[config.mk]
export PLATFORM = sky130hd
export DESIGN_NAME = synth_top
export DESIGN_NICKNAME = d
export VERILOG_FILES = /design/src/synth_pkg.sv /design/src/uart_cmd_pkg.sv /design/src/uart_rx.sv /design/src/command_decoder.sv /design/src/wave_synth.sv /design/src/i2s_tx.sv /design/src/synth_top.sv
export VERILOG_INCLUDE_DIRS = /design/src /design/src/src
export SDC_FILE = /design/constraint.sdc
export NUM_CORES = 1
export LEC_CHECK = 0
export ABC_AREA = 1
export ABC_CLOCK_PERIOD_IN_PS = 2000
export BUFFER_PORTS_ARGS = -buffer_cell sky130_fd_sc_hd__buf_4
export CORE_MARGIN = 4
export CORE_UTILIZATION = 50
export CTS_CLUSTER_SIZE = 30
export DETAILED_ROUTE_END_ITERATION = 12
export PLACE_DENSITY = 0.66
export RECOVER_POWER = 50
export REMOVE_ABC_BUFFERS = 1
export SYNTH_ARGS = -nofsm -noshare
export SYNTH_HDL_FRONTEND = slang
export SYNTH_SLANG_ARGS = --single-unit
[constraint.sdc]
create_clock -name clk -period 2 [get_ports clk]
set_input_delay 0.4 -clock clk [delete_from_list [all_inputs] [get_ports clk]]
set_output_delay 0.4 -clock clk [all_outputs]
set_load 0.02 [all_outputs]
[src/synth_config.svh]
`ifndef SYNTH_CONFIG_SVH
`define SYNTH_CONFIG_SVH

// UART bit period in clocks
// Kept short so simulation frames stay small
`define SYNTH_CLKS_PER_BIT 8

// Phase accumulator width
`define SYNTH_PHASE_BITS 16

// Frequency code to phase increment shift
// Code 1 gives an increment of 1024, so 64 clocks per cycle
`define SYNTH_PHASE_SHIFT 10

// Noise LFSR start value, must be non-zero
`define SYNTH_LFSR_SEED 16'hACE1

// Bits per I2S channel word
// Two channel words make one ws period
`define SYNTH_I2S_BITS 16

`endif

[src/synth_pkg.sv]
`include "synth_config.svh"

package synth_pkg;

    // Unsigned 8-bit audio sample, 128 is mid scale
    typedef logic [7:0] sample_t;

    // Frequency code, 0 to 35 from '0'-'9' and 'A'-'Z'
    typedef logic [5:0] freq_code_t;

    // Phase accumulator word
    typedef logic [`SYNTH_PHASE_BITS-1:0] phase_t;

    // Oscillator shape, TRIANGLE is the reset value
    typedef enum logic [1:0] {
        TRIANGLE,
        SAWTOOTH,
        SQUARE,
        SINE
    } wave_e;

endpackage

[src/uart_cmd_pkg.sv]
package uart_cmd_pkg;

    // One received UART data byte
    typedef logic [7:0] byte_t;

    // Receiver FSM
    typedef enum logic [1:0] {
        IDLE,   // Waiting for a falling edge
        START,  // Checking the start bit at its midpoint
        DATA,   // Eight data bits, LSB first
        STOP    // Stop bit check
    } rx_state_e;

    // Command characters with a fixed meaning
    // All other capitals and the digits are frequency codes
    typedef enum logic [7:0] {
        CMD_NOISE_ON  = 8'h4E, // 'N'
        CMD_NOISE_OFF = 8'h46, // 'F'
        CMD_TRIANGLE  = 8'h54, // 'T'
        CMD_SAWTOOTH  = 8'h53, // 'S'
        CMD_SQUARE    = 8'h51, // 'Q'
        CMD_SINE      = 8'h57  // 'W'
    } cmd_e;

endpackage

[src/uart_rx.sv]
`timescale 1ns/1ps
`include "synth_config.svh"

module uart_rx (
    input  logic                clk,
    input  logic                rst_n,
    input  logic                rx,
    output uart_cmd_pkg::byte_t rx_data,
    output logic                rx_valid
);
    import uart_cmd_pkg::*;

    localparam int CNT_W = $clog2(`SYNTH_CLKS_PER_BIT);
    localparam logic [CNT_W-1:0] CNT_LAST = CNT_W'(`SYNTH_CLKS_PER_BIT - 1);
    localparam logic [CNT_W-1:0] CNT_MID  = CNT_W'(`SYNTH_CLKS_PER_BIT / 2 - 1);

    logic             rx_meta;
    logic             rx_sync;
    logic             rx_last;
    logic             fall;
    logic             bit_tick;
    rx_state_e        state;
    logic [CNT_W-1:0] cnt;
    logic [2:0]       bit_idx;
    byte_t            shreg;

    // Two-flop synchronizer plus edge history, line idles high
    always_ff @(posedge clk) begin
        if (!rst_n) begin
            rx_meta <= 1'b1;
            rx_sync <= 1'b1;
            rx_last <= 1'b1;
        end else begin
            rx_meta <= rx;
            rx_sync <= rx_meta;
            rx_last <= rx_sync;
        end
    end

    assign fall     = rx_last & ~rx_sync;
    assign bit_tick = (cnt == CNT_LAST); // Midpoint of a data or stop bit

    always_ff @(posedge clk) begin
        if (!rst_n) begin
            state    <= IDLE;
            cnt      <= '0;
            bit_idx  <= '0;
            rx_valid <= 1'b0;
        end else begin
            rx_valid <= 1'b0;
            case (state)
                IDLE: begin
                    cnt <= '0;
                    if (fall) begin
                        state <= START;
                    end
                end
                START: begin
                    if (cnt == CNT_MID) begin
                        cnt     <= '0;
                        bit_idx <= '0;
                        state   <= rx_sync ? IDLE : DATA; // Glitch, not a start bit
                    end else begin
                        cnt <= cnt + 1'b1;
                    end
                end
                DATA: begin
                    cnt <= bit_tick ? '0 : cnt + 1'b1;
                    if (bit_tick) begin
                        bit_idx <= bit_idx + 1'b1;
                        if (bit_idx == 3'd7) begin
                            state <= STOP;
                        end
                    end
                end
                STOP: begin
                    cnt <= cnt + 1'b1;
                    if (bit_tick) begin
                        state    <= IDLE;
                        rx_valid <= rx_sync; // Framing error drops the byte
                    end
                end
                default: state <= IDLE;
            endcase
        end
    end

    // Data path, LSB arrives first
    always_ff @(posedge clk) begin
        if (state == DATA && bit_tick) begin
            shreg <= {rx_sync, shreg[7:1]};
        end
        if (state == STOP && bit_tick && rx_sync) begin
            rx_data <= shreg; // Held until the next good frame
        end
    end

endmodule

[src/command_decoder.sv]
`timescale 1ns/1ps

module command_decoder (
    input  logic                  clk,
    input  logic                  rst_n,
    input  uart_cmd_pkg::byte_t   rx_data,
    input  logic                  rx_valid,
    output synth_pkg::wave_e      wave_sel,
    output synth_pkg::freq_code_t freq_code,
    output logic                  noise_en
);
    import synth_pkg::*;
    import uart_cmd_pkg::*;

    localparam byte_t ASCII_0 = 8'h30;
    localparam byte_t ASCII_9 = 8'h39;
    localparam byte_t ASCII_A = 8'h41;
    localparam byte_t ASCII_Z = 8'h5A;

    logic is_digit;
    logic is_upper;

    assign is_digit = (rx_data >= ASCII_0) && (rx_data <= ASCII_9);
    assign is_upper = (rx_data >= ASCII_A) && (rx_data <= ASCII_Z);

    always_ff @(posedge clk) begin
        if (!rst_n) begin
            wave_sel  <= TRIANGLE;
            freq_code <= '0;
            noise_en  <= 1'b0;
        end else if (rx_valid) begin
            case (rx_data)
                CMD_NOISE_ON:  noise_en <= 1'b1;
                CMD_NOISE_OFF: noise_en <= 1'b0;
                CMD_TRIANGLE:  wave_sel <= TRIANGLE;
                CMD_SAWTOOTH:  wave_sel <= SAWTOOTH;
                CMD_SQUARE:    wave_sel <= SQUARE;
                CMD_SINE:      wave_sel <= SINE;
                default: begin
                    // Opcode letters never reach here, so they are not codes
                    if (is_digit) begin
                        freq_code <= freq_code_t'(rx_data - ASCII_0);
                    end else if (is_upper) begin
                        freq_code <= freq_code_t'(rx_data - ASCII_A + 8'd10); // 'A' is 10
                    end
                end
            endcase
        end
    end

endmodule

[src/wave_synth.sv]
`timescale 1ns/1ps
`include "synth_config.svh"

module wave_synth (
    input  logic                  clk,
    input  logic                  rst_n,
    input  logic                  ena,
    input  synth_pkg::wave_e      wave_sel,
    input  synth_pkg::freq_code_t freq_code,
    input  logic                  noise_en,
    output synth_pkg::sample_t    sample
);
    import synth_pkg::*;

    localparam int PHASE_MSB = `SYNTH_PHASE_BITS - 1;

    // One cycle of sine in 16 steps, mid scale 128
    localparam sample_t SINE_LUT [16] = '{
        8'd128, 8'd176, 8'd218, 8'd246,
        8'd255, 8'd246, 8'd218, 8'd176,
        8'd128, 8'd80,  8'd38,  8'd10,
        8'd0,   8'd10,  8'd38,  8'd80
    };

    phase_t      phase;
    phase_t      phase_inc;
    sample_t     phase_hi;
    sample_t     wave_val;
    logic [15:0] lfsr;
    logic        lfsr_fb;

    assign phase_inc = phase_t'(freq_code) << `SYNTH_PHASE_SHIFT;
    assign phase_hi  = phase[PHASE_MSB -: 8];
    assign lfsr_fb   = lfsr[15] ^ lfsr[13] ^ lfsr[12] ^ lfsr[10];

    always_comb begin
        case (wave_sel)
            TRIANGLE: begin
                // Rising first half, mirrored second half
                if (phase_hi[7]) begin
                    wave_val = ~{phase_hi[6:0], 1'b0};
                end else begin
                    wave_val = {phase_hi[6:0], 1'b0};
                end
            end
            SAWTOOTH: wave_val = phase_hi;
            SQUARE:   wave_val = phase_hi[7] ? 8'hFF : 8'h00;
            SINE:     wave_val = SINE_LUT[phase_hi[7:4]]; // Top four phase bits
            default:  wave_val = phase_hi;
        endcase
    end

    always_ff @(posedge clk) begin
        if (!rst_n) begin
            phase  <= '0;
            lfsr   <= `SYNTH_LFSR_SEED;
            sample <= '0;
        end else if (ena) begin
            phase  <= phase + phase_inc;           // Wraps once per output cycle
            lfsr   <= {lfsr[14:0], lfsr_fb};       // Runs even while noise is off
            sample <= noise_en ? lfsr[15:8] : wave_val;
        end
    end

endmodule

[src/i2s_tx.sv]
`timescale 1ns/1ps
`include "synth_config.svh"

module i2s_tx (
    input  logic               clk,
    input  logic               rst_n,
    input  logic               ena,
    input  synth_pkg::sample_t sample,
    output logic               sck,
    output logic               ws,
    output logic               sd
);
    import synth_pkg::*;

    localparam int WORD_W = `SYNTH_I2S_BITS;
    localparam int CNT_W  = $clog2(WORD_W);
    localparam logic [CNT_W-1:0] BIT_LAST = CNT_W'(WORD_W - 1);

    logic [CNT_W-1:0]  bit_cnt;
    logic [WORD_W-1:0] shreg;
    logic [WORD_W-1:0] new_word;

    // Sample repeated to fill the channel word
    assign new_word = {(WORD_W / $bits(sample_t)){sample}};

    always_ff @(posedge clk) begin
        if (!rst_n) begin
            sck     <= 1'b0;
            ws      <= 1'b0;
            sd      <= 1'b0;
            bit_cnt <= '0;
            shreg   <= '0; // First word after reset is silent
        end else if (ena) begin
            sck <= ~sck;
            if (sck) begin // sck about to fall
                if (bit_cnt == BIT_LAST) begin
                    // Word boundary, MSB goes out with the ws edge
                    bit_cnt <= '0;
                    ws      <= ~ws;
                    sd      <= new_word[WORD_W-1];
                    shreg   <= new_word << 1;
                end else begin
                    bit_cnt <= bit_cnt + 1'b1;
                    sd      <= shreg[WORD_W-1];
                    shreg   <= shreg << 1;
                end
            end
        end
    end

endmodule

[src/synth_top.sv]
`timescale 1ns/1ps

module synth_top (
    input  logic clk,
    input  logic rst_n,
    input  logic ena,
    input  logic rx,
    output logic sck,
    output logic ws,
    output logic sd
);

    uart_cmd_pkg::byte_t   rx_data;
    logic                  rx_valid;
    synth_pkg::wave_e      wave_sel;
    synth_pkg::freq_code_t freq_code;
    logic                  noise_en;
    synth_pkg::sample_t    sample;

    // UART path runs regardless of ena
    uart_rx u_uart_rx (
        .clk      (clk),
        .rst_n    (rst_n),
        .rx       (rx),
        .rx_data  (rx_data),
        .rx_valid (rx_valid)
    );

    command_decoder u_command_decoder (
        .clk       (clk),
        .rst_n     (rst_n),
        .rx_data   (rx_data),
        .rx_valid  (rx_valid),
        .wave_sel  (wave_sel),
        .freq_code (freq_code),
        .noise_en  (noise_en)
    );

    wave_synth u_wave_synth (
        .clk       (clk),
        .rst_n     (rst_n),
        .ena       (ena),
        .wave_sel  (wave_sel),
        .freq_code (freq_code),
        .noise_en  (noise_en),
        .sample    (sample)
    );

    i2s_tx u_i2s_tx (
        .clk    (clk),
        .rst_n  (rst_n),
        .ena    (ena),
        .sample (sample),
        .sck    (sck),
        .ws     (ws),
        .sd     (sd)
    );

endmodule

# After elaboration in Yosys (flattened, before gate mapping)
# Memory sizes are Yosys's and may differ from the RTL's.
# Index checks and enable logic that the tools add are counted.
# op_classes
n_eq_ne,21
n_reduce_logical,20
order_cmp,5
n_addsub,7
n_mux,26
bitwise,10
# ops
operator,n
"equality test 8 x 7 -> 1 bit, second input constant",6
2-to-1 mux 8 bit,5
case mux 8 bit (4 select lines),1
adder 16 bit,1
2-to-1 mux 16 bit,1
case mux 2 bit (4 select lines),2
2-to-1 mux 2 bit,6
2-to-1 mux 3 bit,4
2-to-1 mux 6 bit,2
case mux 3 bit (4 select lines),1
AND reduction 3 bit,4
"!= test 2 x 1 -> 1 bit, second input constant",5
"equality test 2 bit, second input constant",4
"greater-or-equal comparator 8 x 6 -> 1 bit, second input constant",1
"greater-or-equal comparator 8 x 7 -> 1 bit, second input constant",1
"less-or-equal comparator 8 x 6 -> 1 bit, second input constant",1
"less-or-equal comparator 8 x 7 -> 1 bit, second input constant",1
inverter 8 bit,1
"adder 3 x 1 -> 3 bit, second input constant",2
"adder 6 x 4 -> 6 bit, second input constant",1
"equality test 3 bit, second input constant",2
case mux 3 bit (2 select lines),1
AND reduction 2 bit,3
nonzero test 2 bit,3
other kinds (19),30
# totals
mem_count,1
register_bits,100
rom_bits,128
# mem_list
memory,words,word_bits,read_ports,rd_clocked_by_memory_dff,wr,line_no,source
(name not given),16,8,1,0,0,wave_synth.sv:48,SINE: wave_val = SINE_LUT[phase_hi[7:4]];

# Longest topological paths before layout
# depth
depth_word,6
depth_mapped,12
ltp_nobuf,12

# By module
# A second synthesis with hierarchy kept.
# hier_totals
hier_cells,661
area_unflattened_um2,4809.6
# modules_own_cells
module,cells_per_inst,n_inst,area_per_inst_um2
wave_synth,267,1,1778.0
i2s_tx,164,1,1114.8
uart_rx,100,1,1106.1
command_decoder,130,1,810.8

# Worst setup path before layout
# Ideal clock, no wire load.
# synth_path
path_kind,reg-to-reg
startpoint,register u_uart_rx.cnt[0]
endpoint,register u_uart_rx.rx_data[0] (enable)
stages_incl_launch_ff,5
t_required_ps,1617
setup_ps,383
setup_slack_ps,279
path_buffers,0
t_arrival_ps,1337
cell_sequence,dfxtp_1 ha_1 ha_1 inv_1 nor3_1
# synth_between
elab_chain_cells,3
# synth_rtl
item,line_no,source
from (decl),uart_rx.sv:23,logic [CNT_W-1:0] cnt;
from (signal assigned),uart_rx.sv:64,cnt <= cnt + 1'b1;
from (signal assigned),uart_rx.sv:68,cnt <= bit_tick ? '0 : cnt + 1'b1;
from (signal assigned),uart_rx.sv:77,cnt <= cnt + 1'b1;
equality test 3 bit,uart_rx.sv:41,assign bit_tick = (cnt == CNT_LAST);
logical AND 1 bit (2 in a row),uart_rx.sv:93,if (state == STOP && bit_tick && rx_sync) begin
to (signal assigned),uart_rx.sv:94,rx_data <= shreg;
to (decl),uart_rx.sv:8,"output uart_cmd_pkg::byte_t rx_data,"
# Every way passes these cells.
# A chain may end at the register's enable or synchronous reset.

# Worst setup path in the final report
# layout_path
startpoint,register u_uart_rx.rx_data[0]
endpoint,register u_command_decoder.freq_code[5]
# layout_between
elab_chain_cells,4
# layout_rtl
item,line_no,source
subtractor 6 x 1 -> 6 bit (tied with other cells),command_decoder.sv:44,freq_code <= freq_code_t'(rx_data - ASCII_A + 8'd10);
adder 6 x 4 -> 6 bit (tied with other cells),command_decoder.sv:44,
2-to-1 mux 6 bit (tied with other cells),command_decoder.sv:43,end else if (is_upper) begin
2-to-1 mux 6 bit or AND reduction 3 bit (tied branches),n/a,
to (signal assigned),command_decoder.sv:42,freq_code <= freq_code_t'(rx_data - ASCII_0);
to (signal assigned),command_decoder.sv:44,
to (decl),command_decoder.sv:9,"output synth_pkg::freq_code_t freq_code,"
# Several ways; a longest one is shown, not always the timed one. The select of a mux whose other input is x is not followed.

==> run_results.csv <==
group,metric,value,unit
critical_path,criticalPathCategory,"register to register",
worst_hold_path,worstHoldPathType,"input port to register",
critical_path,r2r-start,"u_uart_rx.rx_data[0]$_DFFE_PP_",
clock_network,clk_latency,0.36,ns
critical_path,start_kind,"register",
logic_synthesis,synth-seq-area-share,0.424,
timing,period_share,0.890,
global_routing,grt_max_degree,35,
power,leakage,0.00225,µW
finish,final_area,4870,µm²
timing,post-route-min-period,1.78,ns
timing,slew_headroom,0.0900,
placement,postPlaceCellArea,4720,µm²
timing,slew_viol_final,0,
critical_path,critPathArrivalTime,2.04,ns
worst_hold_path,holdCritStartpoint,"rx",
global_routing,grt_first_pass_wirelength,15500,µm
clock_network,cts.clk_slew.worst_paths,0.09,ns
timing,fin_skew,0.0203,ns
detailed_routing,routed_wl,8540,µm
clock_network,cts_setup_buffers,0,
timing,worst_pin_slew,1.37,ns
placement,numPortBuffers,6,
placement,place.gp.congestion,0.863,
logic_synthesis,synthSimpleGateAreaFrac,0.223,
detailed_routing,firstDrtPassIters,4,
logic_synthesis,avgSynthCellArea,7.50,µm²
detailed_routing,wl_per_cell,11.8,µm
finish,utilization,0.553,
timing,tns,0,ns
timing,setup_viol,0,
worst_hold_path,holdPathStages,2,
critical_path,reg2reg_slack,0.22,ns
timing,fin_ws,0.219,ns
finish,areaGrowthSynthToFinish,6.39,%
power,ir_drop,0.424,mV
floorplanning,fp-row-count,34,
logic_synthesis,synth_fa_ha_area_frac,0.0863,
clock_network,clk_path_buf_depth,2,
critical_path,required,2.26,ns
global_routing,overflow,0,
finish,drive_gt1_frac,0.0680,
floorplanning,core_area,8810,µm²
logic_synthesis,synth_top_family_by_area,"simple AND/OR/NAND/NOR gates",
logic_synthesis,synth_warnings,0,
floorplanning,pin_count,7,
logic_synthesis,syn-cell-area,4580,µm²
detailed_routing,drtIter0Drc,122,
critical_path,path_max_fanout,11,
floorplanning,dieHeight,104,µm
logic_synthesis,synth_cell_types,35,
worst_hold_path,min_to,"u_uart_rx.rx_meta$_SDFF_PN1_",
logic_synthesis,synth_compound_gate_area_share,0.151,
floorplanning,die_area,10800,µm²
critical_path,r2r-end,"u_command_decoder.freq_code[5]$_SDFFE_PN0P_",
floorplanning,initial_core_util,0.520,
timing,rsz0062_at_grt,"false",
critical_path,reg2reg_depth,10,
global_routing,antenna_found_initial,0,
finish,nets,648,
clock_network,cts_resized,0,
clock_network,cts_tree,"yes",
detailed_routing,vias,3729,
timing,fmax,562,MHz
floorplanning,die_w,104,µm
detailed_routing,vias_per_cell,5.14,
clock_network,cts_htree_levels,3,
logic_synthesis,synth-xor-area-share,0.0191,
detailed_routing,drc,0,
flow_run,drv_cap,0,
logic_synthesis,ys_ff_latch,89,
timing,hold_viol_final,0,
global_routing,grt_pass1_vias,3537,
critical_path,end_kind,"register",
placement,dp_hpwl,6110,µm
run_status,status,"completed",
placement,dp_slack,0.228,ns
clock_network,clockRootBuffer,"clkbuf_8",
clock_network,ctsHoldBuffers,0,
logic_synthesis,synthCells,611,
clock_network,cts_buffers,9,
clock_network,clock-sinks,89,
power,p_per_area,693,nW/µm²
detailed_routing,drtAntennaViolNets,0,
global_routing,grt_use_total,0.168,
finish,diodes,0,
logic_synthesis,synth_mux_area_frac,0,
-- layer usage --
layer | track usage | share of wire | up-vias
li1 | - | - | 1984
met1 | 0.221 | 0.50 | 1700
met2 | 0.283 | 0.46 | 38
met3 | 0.0299 | 0.030 | 7
met4 | 0.0513 | 0.011 | 0
met5 | 0 | 0 | -
-- synth_stat cells --
master / number / share of area
a211oi_1: 2 / 0.0033
a21oi_1: 65 / 0.071
a31o_2: 1 / 0.0019
a31oi_1: 2 / 0.0027
buf_2: 6 / 0.0066
buf_4: 1 / 0.0016
buf_6: 2 / 0.0049
clkbuf_1: 15 / 0.012
clkinv_1: 1 / 0.00082
dfxtp_1: 73 / 0.32
edfxtp_1: 16 / 0.10
fa_1: 1 / 0.0044
ha_1: 30 / 0.082
inv_1: 83 / 0.068
inv_2: 3 / 0.0025
nand2_1: 122 / 0.10
nand2_2: 4 / 0.0055
nand3_1: 38 / 0.042
nand3_2: 2 / 0.0044
nand3b_1: 3 / 0.0049
nand4_1: 3 / 0.0041
nor2_1: 53 / 0.043
nor2_2: 2 / 0.0027
nor2_4: 1 / 0.0025
nor3_1: 5 / 0.0055
nor4_1: 2 / 0.0027
o211ai_1: 6 / 0.0098
o21ai_0: 48 / 0.052
o21ai_1: 3 / 0.0033
o21bai_1: 2 / 0.0033
o221ai_1: 1 / 0.0019
o31ai_1: 1 / 0.0016
or2_2: 4 / 0.0055
xnor2_1: 2 / 0.0038
xor2_1: 8 / 0.015
-- stage by stage --
stage                     std cells  hold WS, ns  power (µW)
after global routing            726        0.224        3570
after CTS                       726        0.215        3440
final                           726        0.233        3380
after detailed placement        710        0.406        2280
after global placement          710        0.403        2270
after floorplan                 587        0.393        2180
-- report_power, final --
part	internal [µW]	switching (µW)	leakage, µW	total [µW]
sequential	1880	41.8	0.000741	1930
clock	475	670	0.0000934	1150
combinational	114	192	0.00141	306
total	2470	904	0.00225	3380
-- critical path: stages (launching register included) --
cell	delay, ns
edfxtp_1	0.43
inv_1	0.13
ha_1	0.23
o21ai_1	0.12
nand2_1	0.11
nand2_2	0.14
nand2_1	0.23
nand2_1	0.16
nand2_1	0.06
nand2_1	0.05
nor2_1	0.04
-- sequential cells by signal, summed over array words and instances (netlist names), 2 cells and up, named ones only --
register,flops
u_i2s_tx.shreg,15
u_uart_rx.rx_data,8
u_command_decoder.wave_sel,2
u_uart_rx.bit_idx,3
u_i2s_tx.bit_cnt,4
u_wave_synth.lfsr,16
u_command_decoder.freq_code,6
u_uart_rx.cnt,3
u_uart_rx.shreg,8
u_wave_synth.sample,8
u_wave_synth.phase,6
-- kinds of logic (layout without fill, tap and decap cells) --
group                      Yosys count  after routing
DFF                                 89             89
buffers and inverters              111            118
and+or+nand+nor                    239            239
AOI/OAI and AO/OA                  131            131
xor gates and xnor gates            10             10
adders and majority gates           31             31
-- cells in the final DEF (no fill, tap or decap), types with 5 or more instances in the layout --
master,synthesis,layout
nor2_1,53,53
xor2_1,8,8
a21oi_1,65,65
clkbuf_8,0,9
o21ai_0,48,48
dfxtp_1,73,73
o211ai_1,6,6
nand3_1,38,39
edfxtp_1,16,16
nor3_1,5,5
inv_1,83,83
clkbuf_1,15,5
buf_4,1,8
ha_1,30,30
nand2_1,122,122
-- how the worst max path moves through the flow --
stage                                   start  slack [ns]                                          end
6_report       u_uart_rx.rx_data[0]$_DFFE_PP_        0.22  u_command_decoder.freq_code[5]$_SDFFE_PN0P_
3_5_place_dp   u_uart_rx.rx_data[0]$_DFFE_PP_        0.23  u_command_decoder.freq_code[3]$_SDFFE_PN0P_
4_1_cts        u_uart_rx.rx_data[0]$_DFFE_PP_        0.22  u_command_decoder.freq_code[5]$_SDFFE_PN0P_
5_1_grt        u_uart_rx.rx_data[0]$_DFFE_PP_        0.01  u_command_decoder.freq_code[5]$_SDFFE_PN0P_
3_3_place_gp   u_uart_rx.rx_data[0]$_DFFE_PP_        0.31  u_command_decoder.freq_code[5]$_SDFFE_PN0P_
2_1_floorplan     u_uart_rx.cnt[0]$_SDFF_PN0_        0.28               u_uart_rx.rx_data[0]$_DFFE_PP_
-- layout make-up --
type                    instances  area [µm²]
flip-flops and latches         89        1940
fillers                       841        3930
inverters                      87         327
multi-input cells             411        2190
clock buffers                   9         124
clock inverters                 7        63.8
well taps                     108         135
repair buffers                 15        91.3
No activity file was read; power rests on OpenSTA's default activity.
